## src/rtl/audio_pkg.sv

```systemverilog
// Audio path shared types: sample formats, stage payload and filter shifts
package audio_pkg;

	// Output sample width, signed
	localparam int SMP_W = 16;

	// Paula DAC output, 14 bits of volume product plus sign
	localparam int DAC_W = 15;

	// PWM-volume variant, only the low 9 bits are meaningful
	localparam int PWM_W = 9;

	// Filter coefficients as right shifts, bigger shift means lower corner
	localparam int LPF_A_SHIFT = 2; // Roughly the 4.4 kHz stage
	localparam int LPF_B_SHIFT = 3; // LED filter, steeper

	typedef logic signed [SMP_W-1:0] sample_t;

	typedef struct packed {
		sample_t left;
		sample_t right;
	} stereo_t;

	// Payload handed from stage to stage along with its strobe
	typedef struct packed {
		stereo_t smp;
		logic    bypass_a; // Skip first low-pass (A1200 mode)
		logic    bypass_b; // Skip second low-pass (LED filter off)
	} audio_beat_t;

endpackage

```

## src/rtl/paula_sample_format.sv

```systemverilog
// Paula sample format stage: picks DAC or PWM samples, widens them, latches filter controls
`timescale 1ns/1ps

module paula_sample_format
	import audio_pkg::*;
(
	input  logic              clk_sys,
	input  logic              reset,
	input  logic              sample_ce,
	input  logic [DAC_W-1:0]  dac_l,
	input  logic [DAC_W-1:0]  dac_r,
	input  logic [PWM_W-1:0]  pwm_l,
	input  logic [PWM_W-1:0]  pwm_r,
	input  logic              pwm_sel,
	input  logic              aud_1200,
	input  logic              flt_manual,
	input  logic              flt_force,
	input  logic              pwr_led,
	output logic              out_strobe,
	output audio_beat_t       out_beat
);

	sample_t dac_wide_l;
	sample_t dac_wide_r;
	sample_t pwm_wide_l;
	sample_t pwm_wide_r;
	logic    flt_en;

	// Left aligned into the 16-bit word
	assign dac_wide_l = {dac_l, {(SMP_W - DAC_W){1'b0}}};
	assign dac_wide_r = {dac_r, {(SMP_W - DAC_W){1'b0}}};
	assign pwm_wide_l = {pwm_l, {(SMP_W - PWM_W){1'b0}}};
	assign pwm_wide_r = {pwm_r, {(SMP_W - PWM_W){1'b0}}};

	// LED filter follows the power LED unless forced from the menu
	assign flt_en = flt_manual ? flt_force : pwr_led;

	always_ff @(posedge clk_sys or posedge reset) begin
		if (reset) begin
			out_strobe <= 1'b0;
			out_beat   <= '0;
		end else begin
			out_strobe <= sample_ce;
			if (sample_ce) begin
				out_beat.smp.left  <= pwm_sel ? pwm_wide_l : dac_wide_l;
				out_beat.smp.right <= pwm_sel ? pwm_wide_r : dac_wide_r;
				out_beat.bypass_a  <= aud_1200;
				out_beat.bypass_b  <= ~flt_en; // Controls travel with this sample
			end
		end
	end

endmodule

```

## src/rtl/audio_lowpass.sv

```systemverilog
// First-order low-pass stage on a stereo beat, coefficient given as a right shift
`timescale 1ns/1ps

module audio_lowpass
	import audio_pkg::*;
#(
	parameter int SHIFT = LPF_A_SHIFT
)
(
	input  logic        clk_sys,
	input  logic        reset,
	input  logic        in_strobe,
	input  audio_beat_t in_beat,
	input  logic        sel_bypass,
	output logic        out_strobe,
	output audio_beat_t out_beat
);

	sample_t state_l;
	sample_t state_r;
	sample_t next_l;
	sample_t next_r;

	// y += (x - y) >>> SHIFT, difference kept in 17 bits so it cannot wrap
	function automatic sample_t lpf_step(input sample_t x, input sample_t st);
		logic signed [SMP_W:0] diff;
		logic signed [SMP_W:0] step;
		diff = {x[SMP_W-1], x} - {st[SMP_W-1], st};
		step = diff >>> SHIFT;
		// Step never exceeds the difference, so the sum stays in range
		lpf_step = st + step[SMP_W-1:0];
	endfunction

	assign next_l = lpf_step(in_beat.smp.left, state_l);
	assign next_r = lpf_step(in_beat.smp.right, state_r);

	always_ff @(posedge clk_sys or posedge reset) begin
		if (reset) begin
			out_strobe <= 1'b0;
			state_l    <= '0;
			state_r    <= '0;
			out_beat   <= '0;
		end else begin
			out_strobe <= in_strobe;
			if (in_strobe) begin
				// Filter keeps tracking the input while bypassed
				state_l <= next_l;
				state_r <= next_r;

				if (sel_bypass) begin
					out_beat.smp <= in_beat.smp;
				end else begin
					out_beat.smp.left  <= next_l;
					out_beat.smp.right <= next_r;
				end
				out_beat.bypass_a <= in_beat.bypass_a; // Flags ride along
				out_beat.bypass_b <= in_beat.bypass_b;
			end
		end
	end

endmodule

```

## src/rtl/audio_mixer.sv

```systemverilog
// Output mixer: adds the external synth sample with mute and saturates to 16 bits
`timescale 1ns/1ps

module audio_mixer
	import audio_pkg::*;
(
	input  logic        clk_sys,
	input  logic        reset,
	input  logic        in_strobe,
	input  audio_beat_t in_beat,
	input  sample_t     ext_l,
	input  sample_t     ext_r,
	input  logic        ext_mute,
	output logic        out_strobe,
	output stereo_t     out_smp
);

	sample_t ext_eff_l;
	sample_t ext_eff_r;
	sample_t mix_l;
	sample_t mix_r;

	// 17-bit add, then clamp when the two top bits disagree
	function automatic sample_t mix_clamp(input sample_t a, input sample_t b);
		logic signed [SMP_W:0] sum;
		sum = {a[SMP_W-1], a} + {b[SMP_W-1], b};
		if (sum[SMP_W] ^ sum[SMP_W-1])
			mix_clamp = {sum[SMP_W], {(SMP_W-1){sum[SMP_W-1]}}}; // 7FFF or 8000
		else
			mix_clamp = sum[SMP_W-1:0];
	endfunction

	// Muted synth contributes nothing
	assign ext_eff_l = ext_mute ? '0 : ext_l;
	assign ext_eff_r = ext_mute ? '0 : ext_r;

	assign mix_l = mix_clamp(in_beat.smp.left, ext_eff_l);
	assign mix_r = mix_clamp(in_beat.smp.right, ext_eff_r);

	always_ff @(posedge clk_sys or posedge reset) begin
		if (reset) begin
			out_strobe <= 1'b0;
			out_smp    <= '0;
		end else begin
			out_strobe <= in_strobe;
			if (in_strobe) begin
				out_smp.left  <= mix_l;
				out_smp.right <= mix_r;
			end
		end
	end

endmodule

```

## src/rtl/paula_audio_top.sv

```systemverilog
// Paula audio path top: format, two low-pass stages and synth mixer in a 4-cycle pipeline
`timescale 1ns/1ps

module paula_audio_top
	import audio_pkg::*;
(
	input  logic              clk_sys,
	input  logic              reset,
	input  logic              sample_ce,
	input  logic [DAC_W-1:0]  dac_l,
	input  logic [DAC_W-1:0]  dac_r,
	input  logic [PWM_W-1:0]  pwm_l,
	input  logic [PWM_W-1:0]  pwm_r,
	input  logic              pwm_sel,
	input  logic              aud_1200,
	input  logic              flt_manual,
	input  logic              flt_force,
	input  logic              pwr_led,
	input  sample_t           ext_l,
	input  sample_t           ext_r,
	input  logic              ext_mute,
	output logic              audio_strobe,
	output sample_t           audio_l,
	output sample_t           audio_r
);

	logic        fmt_strobe;
	audio_beat_t fmt_beat;
	logic        lpf_a_strobe;
	audio_beat_t lpf_a_beat;
	logic        lpf_b_strobe;
	audio_beat_t lpf_b_beat;
	stereo_t     mix_smp;

	paula_sample_format paula_sample_format_inst (
		.clk_sys    (clk_sys),
		.reset      (reset),
		.sample_ce  (sample_ce),
		.dac_l      (dac_l),
		.dac_r      (dac_r),
		.pwm_l      (pwm_l),
		.pwm_r      (pwm_r),
		.pwm_sel    (pwm_sel),
		.aud_1200   (aud_1200),
		.flt_manual (flt_manual),
		.flt_force  (flt_force),
		.pwr_led    (pwr_led),
		.out_strobe (fmt_strobe),
		.out_beat   (fmt_beat)
	);

	// 4.4 kHz stage, skipped in A1200 mode
	audio_lowpass #(.SHIFT(LPF_A_SHIFT)) lpf_a (
		.clk_sys    (clk_sys),
		.reset      (reset),
		.in_strobe  (fmt_strobe),
		.in_beat    (fmt_beat),
		.sel_bypass (fmt_beat.bypass_a),
		.out_strobe (lpf_a_strobe),
		.out_beat   (lpf_a_beat)
	);

	// LED filter
	audio_lowpass #(.SHIFT(LPF_B_SHIFT)) lpf_b (
		.clk_sys    (clk_sys),
		.reset      (reset),
		.in_strobe  (lpf_a_strobe),
		.in_beat    (lpf_a_beat),
		.sel_bypass (lpf_a_beat.bypass_b),
		.out_strobe (lpf_b_strobe),
		.out_beat   (lpf_b_beat)
	);

	audio_mixer audio_mixer_inst (
		.clk_sys    (clk_sys),
		.reset      (reset),
		.in_strobe  (lpf_b_strobe),
		.in_beat    (lpf_b_beat),
		.ext_l      (ext_l),
		.ext_r      (ext_r),
		.ext_mute   (ext_mute),
		.out_strobe (audio_strobe),
		.out_smp    (mix_smp)
	);

	assign audio_l = mix_smp.left;
	assign audio_r = mix_smp.right;

endmodule

```

## config.mk

```make
export PLATFORM = sky130hd
export DESIGN_NAME = paula_audio_top
export DESIGN_NICKNAME = d
export VERILOG_FILES = /design/src/rtl/audio_pkg.sv /design/src/rtl/paula_sample_format.sv /design/src/rtl/audio_lowpass.sv /design/src/rtl/audio_mixer.sv /design/src/rtl/paula_audio_top.sv
export SDC_FILE = /design/constraint.sdc
export NUM_CORES = 1
export LEC_CHECK = 0
export ABC_AREA = 0
export BUFFER_PORTS_ARGS = -buffer_cell sky130_fd_sc_hd__buf_2
export CORE_ASPECT_RATIO = 1.2
export CORE_UTILIZATION = 50
export CTS_BUF_LIST = sky130_fd_sc_hd__clkbuf_16
export DETAILED_ROUTE_END_ITERATION = 7
export PLACE_DENSITY = 0.69
export SLEW_MARGIN = 5
export SYNTH_ARGS = -nofsm -noshare
export SYNTH_HDL_FRONTEND = slang
export SYNTH_SLANG_ARGS = --single-unit
```

## constraint.sdc

```tcl
create_clock -name clk_sys -period 11.6 [get_ports clk_sys]
set_clock_uncertainty 0.05 [all_clocks]
set_input_delay 0.58 -clock clk_sys [delete_from_list [all_inputs] [get_ports clk_sys]]
set_output_delay 0.58 -clock clk_sys [all_outputs]
set_load 0.03 [all_outputs]
```

# Word level (Yosys, flattened, before mapping)
# Index checks and enable logic that the tools add are counted.
# totals
reg_bits	199
in_bits	89
out_inout_bits	33
word_cells	41
# op_classes
addsub	10
n_mux	9
bitwise_logic	3
# op_table
op	count
2-to-1 mux 16 bit	6
subtractor 16 x 16 -> 17 bit	4
adder 16 bit	4
2-to-1 mux 32 bit	2
adder 16 x 16 -> 17 bit	2
bitwise XOR 1 bit	2
2-to-1 mux 1 bit	1
inverter 1 bit	1

# Depth between registers and ports, before layout
# logic_depth
depth_word	4
ltp_mapped	22

# By module
# Synthesis repeated with hierarchy kept, for this count alone.
# hier_totals
hier_cells	1719
hier_area_um2	15083.2
# by_module_without_submodules
mod	n_inst	cells_each	area_each_um2
audio_lowpass (lpf_a)	1	612	5316.3
audio_lowpass (lpf_b)	1	597	5187.5
audio_mixer	1	394	3173.0
paula_sample_format	1	116	1406.3

# Least setup slack after synthesis
# No wires, ideal clock.
# synth_timing
path_kind	input -> register
start	input port ext_mute
end	register audio_mixer_inst.out_smp[0] in the netlist's numbering
setup_time_ns	0.077
arrival_time_ns	3.947
required_ns	11.473
slack_ns	7.526
path_stages	20
n_path_buf	3
cell_sequence	clkbuf_1 -> nor2b_1 -> ha_1 -> inv_1 -> fa_1 -> nor2b_1 -> o21a_1 -> o21ai_0 -> a21oi_1 -> o41ai_1 -> o31ai_1 -> a21oi_1 -> nand3_1 -> o21ai_0 -> ha_1 -> clkbuf_1 -> and2b_1 -> buf_2 -> a21oi_1 -> a21oi_1
# synth_between
elab_chain_cells	4
# synth_lines
item	line	text
start, declared	paula_audio_top.sv:21	input logic ext_mute,
2-to-1 mux 16 bit (*)	audio_mixer.sv:35	assign ext_eff_r = ext_mute ? '0 : ext_r;
adder 16 x 16 -> 17 bit (*)	audio_mixer.sv:26	sum = {a[SMP_W-1], a} + {b[SMP_W-1], b};
bitwise XOR 1 bit	audio_mixer.sv:27	if (sum[SMP_W] ^ sum[SMP_W-1])
2-to-1 mux 16 bit (*)	audio_mixer.sv:27	
end, declared	audio_mixer.sv:15	output stereo_t out_smp
# Every way passes the cells marked *; elsewhere a longest branch is shown, timed or not.
# A chain may end at the register's enable or synchronous reset.

# Worst setup path after layout
# layout_timing
start	input port ext_mute
end	register audio_mixer_inst.out_smp[12] in the netlist's numbering
# The elaborated chain is that of the path after synthesis.

==> impl_metrics.csv <==
group,metric,value,unit
outcome,status,"finished, final reports clean",
sta,rsz0062_at_grt,"false",
logic_synthesis,synth_top_cell_by_area,"dfrtp_1",
critical_path,start_kind,"input pin",
logic_synthesis,syn-num-nets,1942,
critical_path,max_stage_delay,0.64,ns
detailed_routing,wl_per_cell,14.52,µm
place,numPortBuffers,121,
sta,fin_crit_sh,0.3990,
detailed_routing,viasPerCell,5.432,
critical_path,cp-startpoint,"ext_mute",
global_route,track_usage,0.2189,
logic_synthesis,seq_area_frac_synth,0.3404,
logic_synthesis,synth.cell_area,14480,µm²
critical_path,cp_slowest_cell,"o41ai_1",
critical_path,crit_path_frequent_cell,"a21oi_1",
sta,worst_slack,6.971,ns
floorplanning,io_pins,122,
worst_hold_path,hp-class,"in -> async",
logic_synthesis,synth_cell_types,64,
global_route,grt_max_degree,129,
clock_tree,clk_latency,0.45,ns
sta,worst_pin_slew,1.077,ns
critical_path,crit_path_end_kind,"flop",
final_layout,stdcell_area,15910,µm²
clock_tree,cts_resized,0,
sta,finalHoldViolCount,0,
logic_synthesis,synth_edf_count,0,
floorplanning,placementRows,67,
logic_synthesis,synth.most_common_cell,"a21oi_1",
clock_tree,h-tree-depth,4,
critical_path,cp_top_family,"compound AO/OA/AOI/OAI gates",
logic_synthesis,ys_seq_elements,197,
floorplanning,die_h,188.4,µm
critical_path,critPathBufInv,2,
place,dp.final_hpwl,23280,µm
run,maxCapViolCount,0,
detailed_routing,antenna_left,0,
critical_path,crit_chain,"buf_2 > nor2b_1 > ha_1 > inv_1 > fa_1 > nor2b_1 > o21a_1 > o21ai_0 > a21oi_1 > o41ai_1 > o31ai_1 > a21oi_1 > nand3_1 > o21ai_0 > ha_1 > and2b_1 > a211oi_1 > a21oi_1",
clock_tree,path_clk_slew,0.07,ns
critical_path,critPathRequiredTime,11.83,ns
clock_tree,numCtsBuffers,17,
sta,slew_headroom,0.2819,
detailed_routing,num_vias,11740,
detailed_routing,drc,0,
logic_synthesis,synthTopCellsByCount,"a21oi_1, dfrtp_1, nor2_1, ha_1, nand2_1",
logic_synthesis,synth_warnings,0,
clock_tree,cts_hold_buf,0,
sta,holdWs,0.2522,ns
floorplanning,start_util,0.5141,
global_route,antenna_found_initial,0,
global_route,grt_pass1_vias,11260,
global_route,grt-ovfl-total,0,
final_layout,nets,2022,
sta,slew_violations,0,
clock_tree,cts_setup_buffers,0,
critical_path,crit_type,"in -> reg",
global_route,grt_first_pass_wirelength,53140,µm
critical_path,arrival,4.86,ns
final_layout,syn_to_final_growth,9.876,%
floorplanning,core-area,28170,µm²
sta,layout_min_cycle_time,4.629,ns
logic_synthesis,async_reset_ff_frac,1.000,
sta,setup_viol_count_final,0,
critical_path,critical_path_peak_fanout,32,
final_layout,antenna_cells,0,
logic_synthesis,synth_area_leaders,"dfrtp_1, ha_1, a21oi_1",
place,placed_area,15360,µm²
floorplanning,die_area,29650,µm²
clock_tree,cts_tree,"yes",
detailed_routing,drt_iter0_markers,654,
clock_tree,clk_path_buf_depth,2,
critical_path,r2r-start,"lpf_a.out_beat[4]$_DFFE_PP0P_",
logic_synthesis,syn_inst,1689,
clock_tree,cts-root-buf,"clkbuf_16",
sta,max_freq,216.0,MHz
final_layout,fillCellCount,2566,
clock_tree,cts_sinks,197,
detailed_routing,drt_wl_total,31380,µm
sta,tns,0,ns
logic_synthesis,yosysTopAreaCellShare,0.3404,
logic_synthesis,ys.flop_type,"dfrtp_1",
place,gp_congestion,0.8992,
logic_synthesis,avgSynthCellArea,8.574,µm²
place,preCtsSetupSlack,6.559,ns
final_layout,drive_above_1_share,0.1033,
detailed_routing,first_pass_iters,5,
floorplanning,fp.dieW,157.4,µm
==> cells in the final DEF (no fill, tap or decap), drive strengths merged, types with 47 or more instances in the layout <==
master / synthesis / routed
buf: 12 / 125
a21oi: 212 / 212
o21ai: 118 / 118
dfrtp: 197 / 197
inv: 123 / 131
ha: 158 / 158
nand2: 126 / 126
nor2b: 47 / 47
mux2i: 54 / 54
xnor2: 83 / 83
nor2: 180 / 180
==> registers in the layout (all words and copies together) (netlist names) <==
name,count
audio_mixer_inst.out_smp,32
lpf_b.out_strobe,1
audio_mixer_inst.out_strobe,1
lpf_a.state_r,16
lpf_a.state_l,16
paula_sample_format_inst.out_beat,32
lpf_b.state_r,16
lpf_a.out_strobe,1
lpf_a.out_beat,33
lpf_b.out_beat,32
lpf_b.state_l,16
paula_sample_format_inst.out_strobe,1
==> path summary, 6_finish.rpt <==
kind	to	slack, ns	cells past startpoint
worst max-delay path	audio_mixer_inst.out_smp[12]$_DFFE_PP0P_	6.97	18
worst min register to register	lpf_b.out_beat[33]$_DFFE_PP0P_	0.45	1
worst min-delay path	lpf_a.state_l[2]$_DFFE_PP0P_	0.25	2
min in group clk_sys	paula_sample_format_inst.out_beat[1]$_DFFE_PP0P_	0.31	3
max in group asynchronous	lpf_a.out_strobe$_DFF_PP0_	9.70	3
worst max register to register	lpf_b.out_beat[16]$_DFFE_PP0P_	7.12	17
==> metrics by stage <==
stage,cells,util
4_1_cts,2161,0.5649
2_1_floorplan,1689,-
6_report,2161,0.5649
3_5_place_dp,2129,0.5454
3_3_place_gp,2129,0.5454
5_1_grt,2161,0.5649
==> final cells by class <==
class	instances	area, µm²	area share
Clock inverter	15	122.6	0.007706
Multi-Input combinational cell	1305	8845	0.5559
Sequential cell	197	4940	0.3105
Tap cell	379	474.2	0.02980
Clock buffer	17	425.4	0.02674
Inverter	123	469.2	0.02949
Timing Repair Buffer	125	635.6	0.03995
==> logic make-up (layout without fill, tap and decap cells) <==
group,after synthesis,after routing,share of synthesized area
AO/OA/AOI/OAI,489,489,0.1979
XOR/XNOR,120,120,0.07353
adder cells (fa/ha/maj),164,164,0.1448
buffers and inverters,187,280,0.04882
flip-flops,197,197,0.3404
multiplexers,68,68,0.04821
AND/OR/NAND/NOR,464,464,0.1464
==> metal layers <==
layer / global-route usage / wire length (µm)
met1: 0.3084 / 15860
met3: 0.02737 / 983
met4: 0.05900 / 474
met2: 0.3525 / 14060
met5: 0 / 0
Power is not shown: default switching activity piles up to over one toggle a cycle in this logic, so the estimate is an artifact.
